File: src/source/hdmi_cap_pkg.sv
package hdmi_cap_pkg;

    localparam int PIXEL_W     = 24;
    localparam int WORD_W      = 32;
    localparam int ADDR_W      = 32;
    localparam int STAT_W      = 32;
    localparam int SYNC_STAGES = 2;
    localparam int BURST_LEN   = 16;
    localparam int BURST_BYTES = BURST_LEN * 4;   // full-word beats
    localparam int FIFO_DEPTH  = 64;              // power of two
    localparam int FIFO_PTR_W  = $clog2(FIFO_DEPTH);
    localparam int FIFO_CNT_W  = FIFO_PTR_W + 1;  // holds 0..FIFO_DEPTH

    typedef logic [PIXEL_W-1:0] pixel_t;
    typedef logic [WORD_W-1:0]  word_t;
    typedef logic [ADDR_W-1:0]  addr_t;
    typedef logic [STAT_W-1:0]  stat_t;

    typedef enum logic [7:0] {
        REG_START_ADDR   = 8'h00,
        REG_CONTROL      = 8'h04,  // bit 0 dma enable
        REG_LINE_PIXELS  = 8'h08,
        REG_FRAME_LINES  = 8'h0C,
        REG_FRAME_PIXELS = 8'h10,
        REG_STATUS       = 8'h14   // bit 0 frame received
    } reg_addr_e;

    typedef enum logic [1:0] {
        WR_IDLE,
        WR_ADDR,
        WR_DATA,
        WR_RESP
    } writer_state_e;

endpackage

File: src/source/video_if.sv
`timescale 1ns/10ps

interface video_if import hdmi_cap_pkg::*; ();

    pixel_t pix_data;
    logic   de;
    logic   line_start;   // one cycle, hs rising
    logic   frame_start;  // one cycle, vs rising

    modport src (
        output pix_data, de, line_start, frame_start
    );

    modport dst (
        input pix_data, de, line_start, frame_start
    );

endinterface

File: src/source/video_input_sync.sv
`timescale 1ns/10ps

module video_input_sync import hdmi_cap_pkg::*; (
    input  logic   clk_sys,
    input  logic   hdmi_rst_n,
    input  pixel_t hdmi_data,
    input  logic   hdmi_hs,
    input  logic   hdmi_vs,
    input  logic   hdmi_de,
    video_if.src   video
);

    pixel_t                 data_sync [SYNC_STAGES];
    logic [SYNC_STAGES-1:0] hs_sync;
    logic [SYNC_STAGES-1:0] vs_sync;
    logic [SYNC_STAGES-1:0] de_sync;
    logic                   hs_prev;
    logic                   vs_prev;
    pixel_t                 pix_q;
    logic                   de_q;
    logic                   line_q;
    logic                   frame_q;

    always_ff @(posedge clk_sys) begin
        data_sync[0] <= hdmi_data;
        for (int i = 1; i < SYNC_STAGES; i++) begin
            data_sync[i] <= data_sync[i-1];
        end
        pix_q <= data_sync[SYNC_STAGES-1];  // output stage
    end

    always_ff @(posedge clk_sys or negedge hdmi_rst_n) begin
        if (!hdmi_rst_n) begin
            hs_sync <= '0;
            vs_sync <= '0;
            de_sync <= '0;
            hs_prev <= 1'b0;
            vs_prev <= 1'b0;
            de_q    <= 1'b0;
            line_q  <= 1'b0;
            frame_q <= 1'b0;
        end else begin
            hs_sync <= {hs_sync[SYNC_STAGES-2:0], hdmi_hs};
            vs_sync <= {vs_sync[SYNC_STAGES-2:0], hdmi_vs};
            de_sync <= {de_sync[SYNC_STAGES-2:0], hdmi_de};
            hs_prev <= hs_sync[SYNC_STAGES-1];
            vs_prev <= vs_sync[SYNC_STAGES-1];
            de_q    <= de_sync[SYNC_STAGES-1];
            line_q  <= hs_sync[SYNC_STAGES-1] & ~hs_prev;  // rising edge
            frame_q <= vs_sync[SYNC_STAGES-1] & ~vs_prev;
        end
    end

    assign video.pix_data    = pix_q;
    assign video.de          = de_q;
    assign video.line_start  = line_q;
    assign video.frame_start = frame_q;

endmodule

File: src/source/video_stats.sv
`timescale 1ns/10ps

module video_stats import hdmi_cap_pkg::*; (
    input  logic  clk_sys,
    input  logic  hdmi_rst_n,
    video_if.dst  video,
    output stat_t line_pixels,
    output stat_t frame_lines,
    output stat_t frame_pixels
);

    stat_t line_cnt;
    stat_t frame_line_cnt;
    stat_t frame_pix_cnt;

    always_ff @(posedge clk_sys or negedge hdmi_rst_n) begin
        if (!hdmi_rst_n) begin
            line_cnt    <= '0;
            line_pixels <= '0;
        end else if (video.line_start) begin
            line_pixels <= line_cnt;
            line_cnt    <= stat_t'(video.de);  // a pixel may share the edge
        end else if (video.de) begin
            line_cnt <= line_cnt + 1'b1;
        end
    end

    always_ff @(posedge clk_sys or negedge hdmi_rst_n) begin
        if (!hdmi_rst_n) begin
            frame_line_cnt <= '0;
            frame_pix_cnt  <= '0;
            frame_lines    <= '0;
            frame_pixels   <= '0;
        end else if (video.frame_start) begin
            frame_lines    <= frame_line_cnt;
            frame_pixels   <= frame_pix_cnt;
            frame_line_cnt <= stat_t'(video.line_start);
            frame_pix_cnt  <= stat_t'(video.de);
        end else begin
            if (video.line_start) begin
                frame_line_cnt <= frame_line_cnt + 1'b1;
            end
            if (video.de) begin
                frame_pix_cnt <= frame_pix_cnt + 1'b1;
            end
        end
    end

endmodule

File: src/source/pixel_packer.sv
`timescale 1ns/10ps

module pixel_packer import hdmi_cap_pkg::*; (
    input  logic  clk_sys,
    input  logic  hdmi_rst_n,
    video_if.dst  video,
    output logic  fifo_wr,
    output word_t fifo_din
);

    // phase is the number of bytes left over from earlier pixels
    logic [1:0]           phase;
    pixel_t               pending;
    logic [2*PIXEL_W-1:0] window;
    logic                 emit;
    logic                 emit_q;
    word_t                word_q;

    assign window = {{PIXEL_W{1'b0}}, pending}
                  | ({{PIXEL_W{1'b0}}, video.pix_data} << {phase, 3'b000});

    assign emit = video.de && (phase != 2'd0);  // four bytes or more

    always_ff @(posedge clk_sys or negedge hdmi_rst_n) begin
        if (!hdmi_rst_n) begin
            phase   <= 2'd0;
            emit_q  <= 1'b0;
            fifo_wr <= 1'b0;
        end else begin
            if (video.de) begin
                phase <= phase - 2'd1;  // 0 -> 3 -> 2 -> 1 -> 0
            end else begin
                phase <= 2'd0;          // restart for next line
            end
            emit_q  <= emit;
            fifo_wr <= emit_q;
        end
    end

    always_ff @(posedge clk_sys) begin
        if (!video.de) begin
            pending <= '0;
        end else if (emit) begin
            pending <= PIXEL_W'(window[2*PIXEL_W-1:WORD_W]);  // overflow bytes
        end else begin
            pending <= window[PIXEL_W-1:0];
        end
        word_q   <= window[WORD_W-1:0];
        fifo_din <= word_q;
    end

endmodule

File: src/source/word_fifo.sv
`timescale 1ns/10ps

module word_fifo import hdmi_cap_pkg::*; (
    input  logic                  clk_sys,
    input  logic                  hdmi_rst_n,
    input  logic                  wr,
    input  word_t                 din,
    input  logic                  rd,
    output word_t                 dout,
    output logic                  empty,
    output logic                  full,
    output logic [FIFO_CNT_W-1:0] count
);

    word_t                 mem [FIFO_DEPTH];
    logic [FIFO_PTR_W-1:0] wr_ptr;
    logic [FIFO_PTR_W-1:0] rd_ptr;
    logic                  wr_en;
    logic                  rd_en;

    assign full  = (count == FIFO_CNT_W'(FIFO_DEPTH));
    assign empty = (count == '0);
    assign wr_en = wr && !full;   // word lost when full
    assign rd_en = rd && !empty;
    assign dout  = mem[rd_ptr];   // show-ahead

    always_ff @(posedge clk_sys) begin
        if (wr_en) begin
            mem[wr_ptr] <= din;
        end
    end

    always_ff @(posedge clk_sys or negedge hdmi_rst_n) begin
        if (!hdmi_rst_n) begin
            wr_ptr <= '0;
            rd_ptr <= '0;
            count  <= '0;
        end else begin
            if (wr_en) begin
                wr_ptr <= wr_ptr + 1'b1;
            end
            if (rd_en) begin
                rd_ptr <= rd_ptr + 1'b1;
            end
            case ({wr_en, rd_en})
                2'b10:   count <= count + 1'b1;
                2'b01:   count <= count - 1'b1;
                default: count <= count;
            endcase
        end
    end

endmodule

File: src/source/axi_burst_writer.sv
`timescale 1ns/10ps

module axi_burst_writer import hdmi_cap_pkg::*; (
    input  logic                  clk_sys,
    input  logic                  hdmi_rst_n,
    input  logic                  dma_enable,
    input  addr_t                 start_addr,
    input  logic                  addr_reload,
    input  logic                  frame_start,
    input  word_t                 fifo_dout,
    input  logic                  fifo_empty,
    input  logic [FIFO_CNT_W-1:0] fifo_count,
    output logic                  fifo_rd,
    output addr_t                 awaddr,
    output logic                  awvalid,
    input  logic                  awready,
    output word_t                 wdata,
    output logic                  wlast,
    output logic                  wvalid,
    input  logic                  wready,
    input  logic                  bvalid,
    output logic                  bready
);

    writer_state_e                state;
    logic [$clog2(BURST_LEN)-1:0] beat_cnt;
    addr_t                        addr_ptr;
    logic                         reload;
    logic                         reload_pend;
    logic                         aw_hs;
    logic                         w_hs;

    assign reload  = addr_reload || frame_start;
    assign awvalid = (state == WR_ADDR);
    assign awaddr  = addr_ptr;
    assign wvalid  = (state == WR_DATA) && !fifo_empty;
    assign wdata   = fifo_dout;
    assign wlast   = (state == WR_DATA) && (beat_cnt == BURST_LEN - 1);
    assign bready  = (state == WR_RESP);
    assign aw_hs   = awvalid && awready;
    assign w_hs    = wvalid && wready;
    assign fifo_rd = w_hs;  // pop on each beat

    always_ff @(posedge clk_sys or negedge hdmi_rst_n) begin
        if (!hdmi_rst_n) begin
            state    <= WR_IDLE;
            beat_cnt <= '0;
        end else begin
            case (state)
                WR_IDLE: if (dma_enable && fifo_count >= FIFO_CNT_W'(BURST_LEN)) begin
                    state <= WR_ADDR;  // a full burst is waiting
                end
                WR_ADDR: if (awready) begin
                    state <= WR_DATA;
                end
                WR_DATA: if (w_hs) begin
                    if (wlast) begin
                        beat_cnt <= '0;
                        state    <= WR_RESP;
                    end else begin
                        beat_cnt <= beat_cnt + 1'b1;
                    end
                end
                WR_RESP: if (bvalid) begin
                    state <= WR_IDLE;
                end
                default: state <= WR_IDLE;
            endcase
        end
    end

    // a reload while the address is presented applies to the next burst
    always_ff @(posedge clk_sys or negedge hdmi_rst_n) begin
        if (!hdmi_rst_n) begin
            addr_ptr    <= '0;
            reload_pend <= 1'b0;
        end else if (aw_hs) begin
            addr_ptr    <= (reload || reload_pend) ? start_addr
                                                   : addr_ptr + ADDR_W'(BURST_BYTES);
            reload_pend <= 1'b0;
        end else if (reload) begin
            if (awvalid) begin
                reload_pend <= 1'b1;  // keep awaddr stable
            end else begin
                addr_ptr <= start_addr;
            end
        end
    end

endmodule

File: src/source/ctrl_regs.sv
`timescale 1ns/10ps

module ctrl_regs import hdmi_cap_pkg::*; (
    input  logic       clk_sys,
    input  logic       hdmi_rst_n,
    input  logic [7:0] ctrl_address,
    input  logic       ctrl_read,
    input  logic       ctrl_write,
    input  word_t      ctrl_writedata,
    output word_t      ctrl_readdata,
    output logic       ctrl_readvalid,
    output addr_t      start_addr,
    output logic       dma_enable,
    output logic       addr_reload,
    input  logic       frame_start,
    input  stat_t      line_pixels,
    input  stat_t      frame_lines,
    input  stat_t      frame_pixels
);

    reg_addr_e addr;
    logic      frame_flag;
    word_t     read_mux;

    assign addr = reg_addr_e'(ctrl_address);

    always_ff @(posedge clk_sys or negedge hdmi_rst_n) begin
        if (!hdmi_rst_n) begin
            start_addr  <= '0;
            dma_enable  <= 1'b0;
            addr_reload <= 1'b0;
        end else begin
            addr_reload <= ctrl_write && (addr == REG_START_ADDR);
            if (ctrl_write) begin
                case (addr)
                    REG_START_ADDR: start_addr <= ctrl_writedata;
                    REG_CONTROL:    dma_enable <= ctrl_writedata[0];
                    default:        ;
                endcase
            end
        end
    end

    always_ff @(posedge clk_sys or negedge hdmi_rst_n) begin
        if (!hdmi_rst_n) begin
            frame_flag <= 1'b0;
        end else if (frame_start) begin
            frame_flag <= 1'b1;  // set beats clear-on-read
        end else if (ctrl_read && addr == REG_STATUS) begin
            frame_flag <= 1'b0;
        end
    end

    always_comb begin
        case (addr)
            REG_START_ADDR:   read_mux = start_addr;
            REG_CONTROL:      read_mux = {{(WORD_W-1){1'b0}}, dma_enable};
            REG_LINE_PIXELS:  read_mux = line_pixels;
            REG_FRAME_LINES:  read_mux = frame_lines;
            REG_FRAME_PIXELS: read_mux = frame_pixels;
            REG_STATUS:       read_mux = {{(WORD_W-1){1'b0}}, frame_flag};
            default:          read_mux = '0;
        endcase
    end

    always_ff @(posedge clk_sys or negedge hdmi_rst_n) begin
        if (!hdmi_rst_n) begin
            ctrl_readvalid <= 1'b0;
        end else begin
            ctrl_readvalid <= ctrl_read;
        end
    end

    always_ff @(posedge clk_sys) begin
        if (ctrl_read) begin
            ctrl_readdata <= read_mux;
        end
    end

endmodule

File: src/source/hdmi_capture_top.sv
`timescale 1ns/10ps

module hdmi_capture_top import hdmi_cap_pkg::*; (
    input  logic       clk_sys,
    input  logic       hdmi_rst_n,
    input  pixel_t     hdmi_data,
    input  logic       hdmi_hs,
    input  logic       hdmi_vs,
    input  logic       hdmi_de,
    input  logic [7:0] ctrl_address,
    input  logic       ctrl_read,
    input  logic       ctrl_write,
    input  word_t      ctrl_writedata,
    output word_t      ctrl_readdata,
    output logic       ctrl_readvalid,
    output addr_t      axi_awaddr,
    output logic       axi_awvalid,
    input  logic       axi_awready,
    output word_t      axi_wdata,
    output logic       axi_wlast,
    output logic       axi_wvalid,
    input  logic       axi_wready,
    input  logic       axi_bvalid,
    output logic       axi_bready
);

    video_if video ();

    logic                  fifo_wr;
    word_t                 fifo_din;
    word_t                 fifo_dout;
    logic                  fifo_empty;
    logic [FIFO_CNT_W-1:0] fifo_count;
    logic                  fifo_rd;
    addr_t                 start_addr;
    logic                  dma_enable;
    logic                  addr_reload;
    stat_t                 line_pixels;
    stat_t                 frame_lines;
    stat_t                 frame_pixels;

    video_input_sync video_input_sync_i (
        .clk_sys    (clk_sys),
        .hdmi_rst_n (hdmi_rst_n),
        .hdmi_data  (hdmi_data),
        .hdmi_hs    (hdmi_hs),
        .hdmi_vs    (hdmi_vs),
        .hdmi_de    (hdmi_de),
        .video      (video.src)
    );

    video_stats video_stats_i (
        .clk_sys      (clk_sys),
        .hdmi_rst_n   (hdmi_rst_n),
        .video        (video.dst),
        .line_pixels  (line_pixels),
        .frame_lines  (frame_lines),
        .frame_pixels (frame_pixels)
    );

    pixel_packer pixel_packer_i (
        .clk_sys    (clk_sys),
        .hdmi_rst_n (hdmi_rst_n),
        .video      (video.dst),
        .fifo_wr    (fifo_wr),
        .fifo_din   (fifo_din)
    );

    word_fifo word_fifo_i (
        .clk_sys    (clk_sys),
        .hdmi_rst_n (hdmi_rst_n),
        .wr         (fifo_wr),
        .din        (fifo_din),
        .rd         (fifo_rd),
        .dout       (fifo_dout),
        .empty      (fifo_empty),
        .full       (),
        .count      (fifo_count)
    );

    axi_burst_writer axi_burst_writer_i (
        .clk_sys     (clk_sys),
        .hdmi_rst_n  (hdmi_rst_n),
        .dma_enable  (dma_enable),
        .start_addr  (start_addr),
        .addr_reload (addr_reload),
        .frame_start (video.frame_start),
        .fifo_dout   (fifo_dout),
        .fifo_empty  (fifo_empty),
        .fifo_count  (fifo_count),
        .fifo_rd     (fifo_rd),
        .awaddr      (axi_awaddr),
        .awvalid     (axi_awvalid),
        .awready     (axi_awready),
        .wdata       (axi_wdata),
        .wlast       (axi_wlast),
        .wvalid      (axi_wvalid),
        .wready      (axi_wready),
        .bvalid      (axi_bvalid),
        .bready      (axi_bready)
    );

    ctrl_regs ctrl_regs_i (
        .clk_sys        (clk_sys),
        .hdmi_rst_n     (hdmi_rst_n),
        .ctrl_address   (ctrl_address),
        .ctrl_read      (ctrl_read),
        .ctrl_write     (ctrl_write),
        .ctrl_writedata (ctrl_writedata),
        .ctrl_readdata  (ctrl_readdata),
        .ctrl_readvalid (ctrl_readvalid),
        .start_addr     (start_addr),
        .dma_enable     (dma_enable),
        .addr_reload    (addr_reload),
        .frame_start    (video.frame_start),
        .line_pixels    (line_pixels),
        .frame_lines    (frame_lines),
        .frame_pixels   (frame_pixels)
    );

endmodule

File: config.mk
export PLATFORM = sky130hd
export DESIGN_NAME = hdmi_capture_top
export DESIGN_NICKNAME = d
export VERILOG_FILES = /design/src/source/hdmi_cap_pkg.sv /design/src/source/video_if.sv /design/src/source/video_input_sync.sv /design/src/source/video_stats.sv /design/src/source/pixel_packer.sv /design/src/source/word_fifo.sv /design/src/source/axi_burst_writer.sv /design/src/source/ctrl_regs.sv /design/src/source/hdmi_capture_top.sv
export SDC_FILE = /design/constraint.sdc
export NUM_CORES = 2
export LEC_CHECK = 0
export ABC_AREA = 1
export BUFFER_PORTS_ARGS = -buffer_cell sky130_fd_sc_hd__buf_2
export CORE_UTILIZATION = 39
export DETAILED_ROUTE_END_ITERATION = 8
export PLACE_DENSITY_LB_ADDON = 0.25
export SLEW_MARGIN = 40
export SYNTH_ARGS = -nofsm -noshare
export SYNTH_HDL_FRONTEND = slang
export SYNTH_SLANG_ARGS = --single-unit
File: constraint.sdc
create_clock -name clk_sys -period 3.8 [get_ports clk_sys]
set_input_delay 0 -clock clk_sys [delete_from_list [all_inputs] [get_ports clk_sys]]
set_output_delay 0 -clock clk_sys [all_outputs]
set_load 0.02 [all_outputs]
## Yosys cells after proc, flatten, opt, wreduce, memory -nomap -nowiden

Memories as Yosys holds them, arrays and structs flattened. A register that Yosys moved wholly into a read port is not among the register bits.
Index checks and enable logic that the tools add are counted.

- Register bits after elaboration: 421
- Memory bits (writable): 2096
- Output and inout bits: 101
- Logic and storage cells: 132
- Memories kept: 2

- $add $sub $neg: 10
- Magnitude comparators: 1
- Equal/unequal tests: 18
- Shifts and indexed selects: 1
- Multiplexer cells: 28
- Bitwise gates (word level): 6
- Reductions and logical operators: 32

Memory list:

| memory | depth | width | rd ports | clocked after memory_dff | write ports | RTL line | text |
|---|---|---|---|---|---|---|---|
| word_fifo_i.mem | 64 | 32 | 1 | 0 | 1 | word_fifo.sv:15 | `word_t mem [FIFO_DEPTH];` |
| video_input_sync_i.data_sync | 2 | 24 | 2 | 1 | 2 | video_input_sync.sv:13 | `pixel_t data_sync [SYNC_STAGES];` |

Operator list:

| cell | number |
|---|---|
| $mux 32 | 10 |
| $pmux 32 s6 | 1 |
| $add 32x1->32 const B | 3 |
| $or 24x48->48 | 1 |
| $shl 24x5->48 | 1 |
| $add 32x7->32 const B | 1 |
| $eq 8x4->1 const B | 2 |
| $eq 8x5->1 const B | 2 |
| $mux 16 | 1 |
| $reduce_bool 2->1 | 8 |
| $pmux 7 s2 | 1 |
| $add 6x1->6 const B | 2 |
| $mux 2 | 6 |
| $logic_and 1x1->1 | 10 |
| $ne 2x2->1 const B | 5 |
| $reduce_and 2->1 | 5 |
| $eq 8x3->1 const B | 1 |
| $logic_not 8->1 | 1 |
| $pmux 2 s4 | 1 |
| $add 7x1->7 const B | 1 |
| $eq 7x7->1 const B | 1 |
| $ge 7x5->1 const B | 1 |
| $logic_not 7->1 | 1 |
| $mux 1 | 7 |
| other kinds (15) | 23 |

## Longest topological paths before layout

- Depth after elaboration: 7
- Depth in mapped cells: 16
- Mapped depth without buffers: 16

## Cells and area by module

From an unflattened synthesis, not the netlist that was laid out.

- Cells, all modules: 10146
- Area total of the unflattened synthesis: 105337.3 um^2

By module, submodules not included:

| module | instances | cells each | area each (um^2) |
|---|---|---|---|
| word_fifo | 1 | 7780 | 85610.9 |
| video_stats | 1 | 1172 | 8933.6 |
| ctrl_regs | 1 | 393 | 3363.2 |
| pixel_packer | 1 | 295 | 2849.0 |
| axi_burst_writer | 1 | 419 | 2844.0 |
| video_input_sync | 1 | 87 | 1736.7 |

## Worst setup path before layout

Ideal clock, no wire load.

- Path type: flip-flop to flip-flop
- Start point: register word_fifo_i.count[0]
- End point: memory word_fifo_i.mem[63][0] in the netlist's numbering (enable)
- Setup time: 0.461 ns
- Data arrival time: 3.153 ns
- Setup slack: 0.186 ns
- Stages on the path, launching flop included: 7
- Path buffers: 0
- Period minus slack after synthesis: 3.614 ns
- Cell sequence: dfrtp_1 > nor2_1 > nand3_1 > nor4_1 > nor2_2 > inv_1 > nor3_1

- Longest elaborated chain between the ends: 5

RTL lines:

| item | RTL line | text |
|---|---|---|
| from (decl) | word_fifo.sv:12 | `output logic [FIFO_CNT_W-1:0] count` |
| from (signal assigned) | word_fifo.sv:46 | `2'b10: count <= count + 1'b1;` |
| from (signal assigned) | word_fifo.sv:47 | `2'b01: count <= count - 1'b1;` |
| from (signal assigned) | word_fifo.sv:48 | `default: count <= count;` |
| $eq 7x7->1 | word_fifo.sv:21 | `assign full = (count == FIFO_CNT_W'(FIFO_DEPTH));` |
| $logic_not 1->1 | word_fifo.sv:23 | `assign wr_en = wr && !full;` |
| $logic_and 1x1->1 | word_fifo.sv:23 |  |
| $mux 1 | word_fifo.sv:28 | `if (wr_en) begin` |
| $mux 1 (implied by the code) | word_fifo.sv:29 | `mem[wr_ptr] <= din;` |
| to (decl) | word_fifo.sv:15 |  |

No other way between the ends.

## Final worst setup path

- Start point: register word_fifo_i.rd_ptr[0]
- End point: output port axi_wdata[5]

- Longest elaborated chain between the ends: 1

RTL lines:

| item | RTL line | text |
|---|---|---|
| from (decl) | word_fifo.sv:17 | `logic [FIFO_PTR_W-1:0] rd_ptr;` |
| from (signal assigned) | word_fifo.sv:43 | `rd_ptr <= rd_ptr + 1'b1;` |
| $mem_v2 64x32 | -- |  |
| to (decl) | hdmi_capture_top.sv:19 | `output word_t axi_wdata,` |

No other way between the ends.

==> flow_metrics.tcl <==
set metrics [dict create \
    outcome "finished clean" \
    ios 175 \
    grt_usage_pct 23.1 \
    ys_types 49 \
    routed_wl_um 320000 \
    synthSimpleGateAreaFrac_pct 21.2 \
    layout_commonest_cell "nand2_1" \
    synth_area_leaders "edfxtp_1 (60%), nand2_1 (12%), dfrtp_1 (7.2%), nand3_1 (4.7%), nor2_1 (3.7%)" \
    cts_tree "done" \
    cap_violations 0 \
    final_cell_mix "nand2_1 (3290), edfxtp_1 (2080), nand3_1 (980), nor2_1 (977), inv_1 (683)" \
    cts.htree.levels 5 \
    via_per_inst 5.23 \
    endpoint_kind "output port" \
    synth_area_sq_mm 0.105 \
    die_h_um 521 \
    synth_top_family_by_area "simple AND/OR/NAND/NOR gates" \
    grt_remaining_overflow 0 \
    placed_cells 13500 \
    ir_worst_vdd_mv 0.550 \
    crit_type "flip-flop to output port" \
    fin_cells 14200 \
    max_freq_ghz 0.269 \
    vias 74300 \
    fp.dieW_um 521 \
    synth_nets 10100 \
    initial_core_util_pct 39.2 \
    coreArea_sq_mm 0.268 \
    synth_area_per_cell_sq_um 10.4 \
    insertion_delay_ns 0.95 \
    final_nets 10500 \
    whs_ns 0.174 \
    slew_violations 0 \
    drtIter0Drc 8111 \
    p_total_w 0.0857 \
    routabilityCongestion 0.867 \
    grt_pass1_vias 70300 \
    avgRoutedWirePerCell_um 22.5 \
    drc 0 \
    postRouteAntennaNets 0 \
    finalSetupViolCount 0 \
    min_period_ns 3.72 \
    syn2layout_area_growth_pct 16.7 \
    synth_top_area_share_pct 59.6 \
    critPathMaxFanout 136 \
    fp-row-count 190 \
    arrival_ns 3.72 \
    place_hpwl_um 186000 \
    fin_tns_setup_ns 0 \
    cts.path.max_buffers 4 \
    grt_max_degree 148 \
    layout_setup_ws_ns 0.0759 \
    cts_root_buf "clkbuf_16" \
    ff2ff_path_depth 16 \
    syn_inst 10000 \
    synth_edf_count 2080 \
    tightestPinTransition_ns 0.946 \
    grt_pass1_wl_um 466000 \
    synth_top_cell_by_area "edfxtp_1" \
    p_leak_nw 48.2 \
    first_pass_iters 8 \
    worstPathRequired_ns 3.80 \
    max_slew_margin_pct 36.9 \
    power_density_mw_per_mm2 700 \
    cts_made_buffers 290 \
    whs_path_depth 6 \
    start_kind "flip-flop" \
    clock-sinks 2541 \
    io_buffers 174 \
    finalCritPeriodShare_pct 98.0 \
    synthMuxAreaShare_pct 0.0215 \
    synth_xor_area_share_pct 0.134 \
    synthAdderAreaFrac_pct 0.234 \
    synth_async_sr_flop_share_pct 11.8 \
    clk_pin_slew_ns 0.06 \
    ys.warnings.count 0 \
    hold_path.class "input pin to flip-flop" \
    hold_viol 0 \
    ys_seq_area_share_pct 69.8 \
    antenna_found_initial 8 \
    finClkSkew_ns 0.0941 \
    die_area_sq_mm 0.271 \
    post-place-ws_ns 0.752 \
    synth_ff_type "edfxtp_1" \
    synth-seq-cells 2541 \
    final_layout_size_suffix_gt1_share_pct 9.64 \
    synth_compound_area_share_pct 3.95 \
]
report_power, final:
group	leakage, nW	internal (W)	total [W]	switching, W
Combinational	19.6	0.00744	0.0261	0.0187
Sequential	24.3	0.0318	0.0330	0.00119
Clock	4.34	0.0157	0.0266	0.0109
final cells by class:
cell class | count | area (sq um)
tap | 3552 | 4440
clock inverter | 109 | 1060
fill | 24300 | 145000
sequential | 2541 | 73300
clock buffer | 378 | 7810
antenna | 3 | 7.51
timing repair buffer | 631 | 5840
multi-input combinational | 6293 | 27300
timing repair inverter | 1 | 8.76
inverter | 698 | 2680
final timing paths:
check,slack (ns),startpoint,end
worst max-delay path,0.08,word_fifo_i.rd_ptr[0],axi_wdata[5]
worst min-delay path,0.17,ctrl_address[7],ctrl_regs_i.ctrl_readdata[17]
worst max register to register,0.87,word_fifo_i.count[0],word_fifo_i.count[6]
worst min register to register,0.31,pixel_packer_i.word_q[1],pixel_packer_i.fifo_din[1]
max in group asynchronous,3.01,hdmi_rst_n,word_fifo_i.rd_ptr[2]
min in group asynchronous,0.33,hdmi_rst_n,video_stats_i.frame_lines[0]
through the flow:
stage	instance area [sq um]	utilization, %
4_1_cts	122000	45.7
2_1_floorplan	105000	-
3_5_place_dp	112000	41.7
6_report	122000	45.7
5_1_grt	122000	45.7
3_3_place_gp	111000	41.7
cell families (layout without fill, tap and decap cells):
logic type	count (synthesis)	in the layout
other	0	3
AOI/OAI and AO/OA	773	773
and+or+nand+nor	5483	5483
adders and majority gates	19	19
muxes	2	2
DFF	2541	2541
buffers and inverters	1208	1817
xor gates and xnor gates	16	16
cell usage after synthesis, types with 7 or more instances:
master and number:
nand2_1 3293, edfxtp_1 2080, nor2_1 1041, nand3_1 981, inv_1 689, o21ai_0 380
dfrtp_1 301, buf_2 242, clkbuf_1 196, a21oi_1 195, dfxtp_1 160, o21ai_1 93
nor3_1 60, buf_1 58, nand4_1 33, or2_2 32, o22ai_1 28, o2111ai_1 22
ha_1 18, a31oi_1 14, o211ai_1 13, xor2_1 11, or2_1 9, a31o_2 8
a32o_1 8, buf_4 8, inv_2 8, nand3b_1 7
worst max-delay path, stage by stage (launching register included):
cell     delay, ns
dfrtp_4       0.56
buf_12        0.40
nor2_1        0.11
nor2_1        0.12
o21ai_0       0.09
a21oi_1       0.14
nor2_1        0.08
nand2_1       0.22
nand3_1       0.34
nand2_1       0.27
buf_2         0.20
flip-flops by register name, indices dropped and copies added, names as in the netlist, 32 cells and up:
name	count
axi_burst_writer_i.awaddr	32
ctrl_regs_i.ctrl_readdata	32
ctrl_regs_i.start_addr	32
pixel_packer_i.fifo_din	32
pixel_packer_i.word_q	32
video_input_sync_i.data_sync	48
video_stats_i.frame_line_cnt	32
video_stats_i.frame_lines	32
video_stats_i.frame_pix_cnt	32
video_stats_i.frame_pixels	32
video_stats_i.line_cnt	32
video_stats_i.line_pixels	32
word_fifo_i.mem	2048
per-layer routing:
| layer | track usage (%) | up-vias | part of all wire [%] |
|---|---|---|---|
| li1 | - | 34300 | - |
| met1 | 31.9 | 36400 | 42 |
| met2 | 37.3 | 2961 | 47 |
| met3 | 3.27 | 589 | 7.3 |
| met4 | 7.94 | 2 | 3.6 |
| met5 | 0 | - | 0.0022 |
repair_timing:
item	CTS	global route
hold endpoints to repair	455	0
gates cloned	3	2
hold buffers	159	0
gates resized for setup	11	7
setup endpoints to repair	31	15
setup buffers	4	2
(Power assumes the default switching activity.)
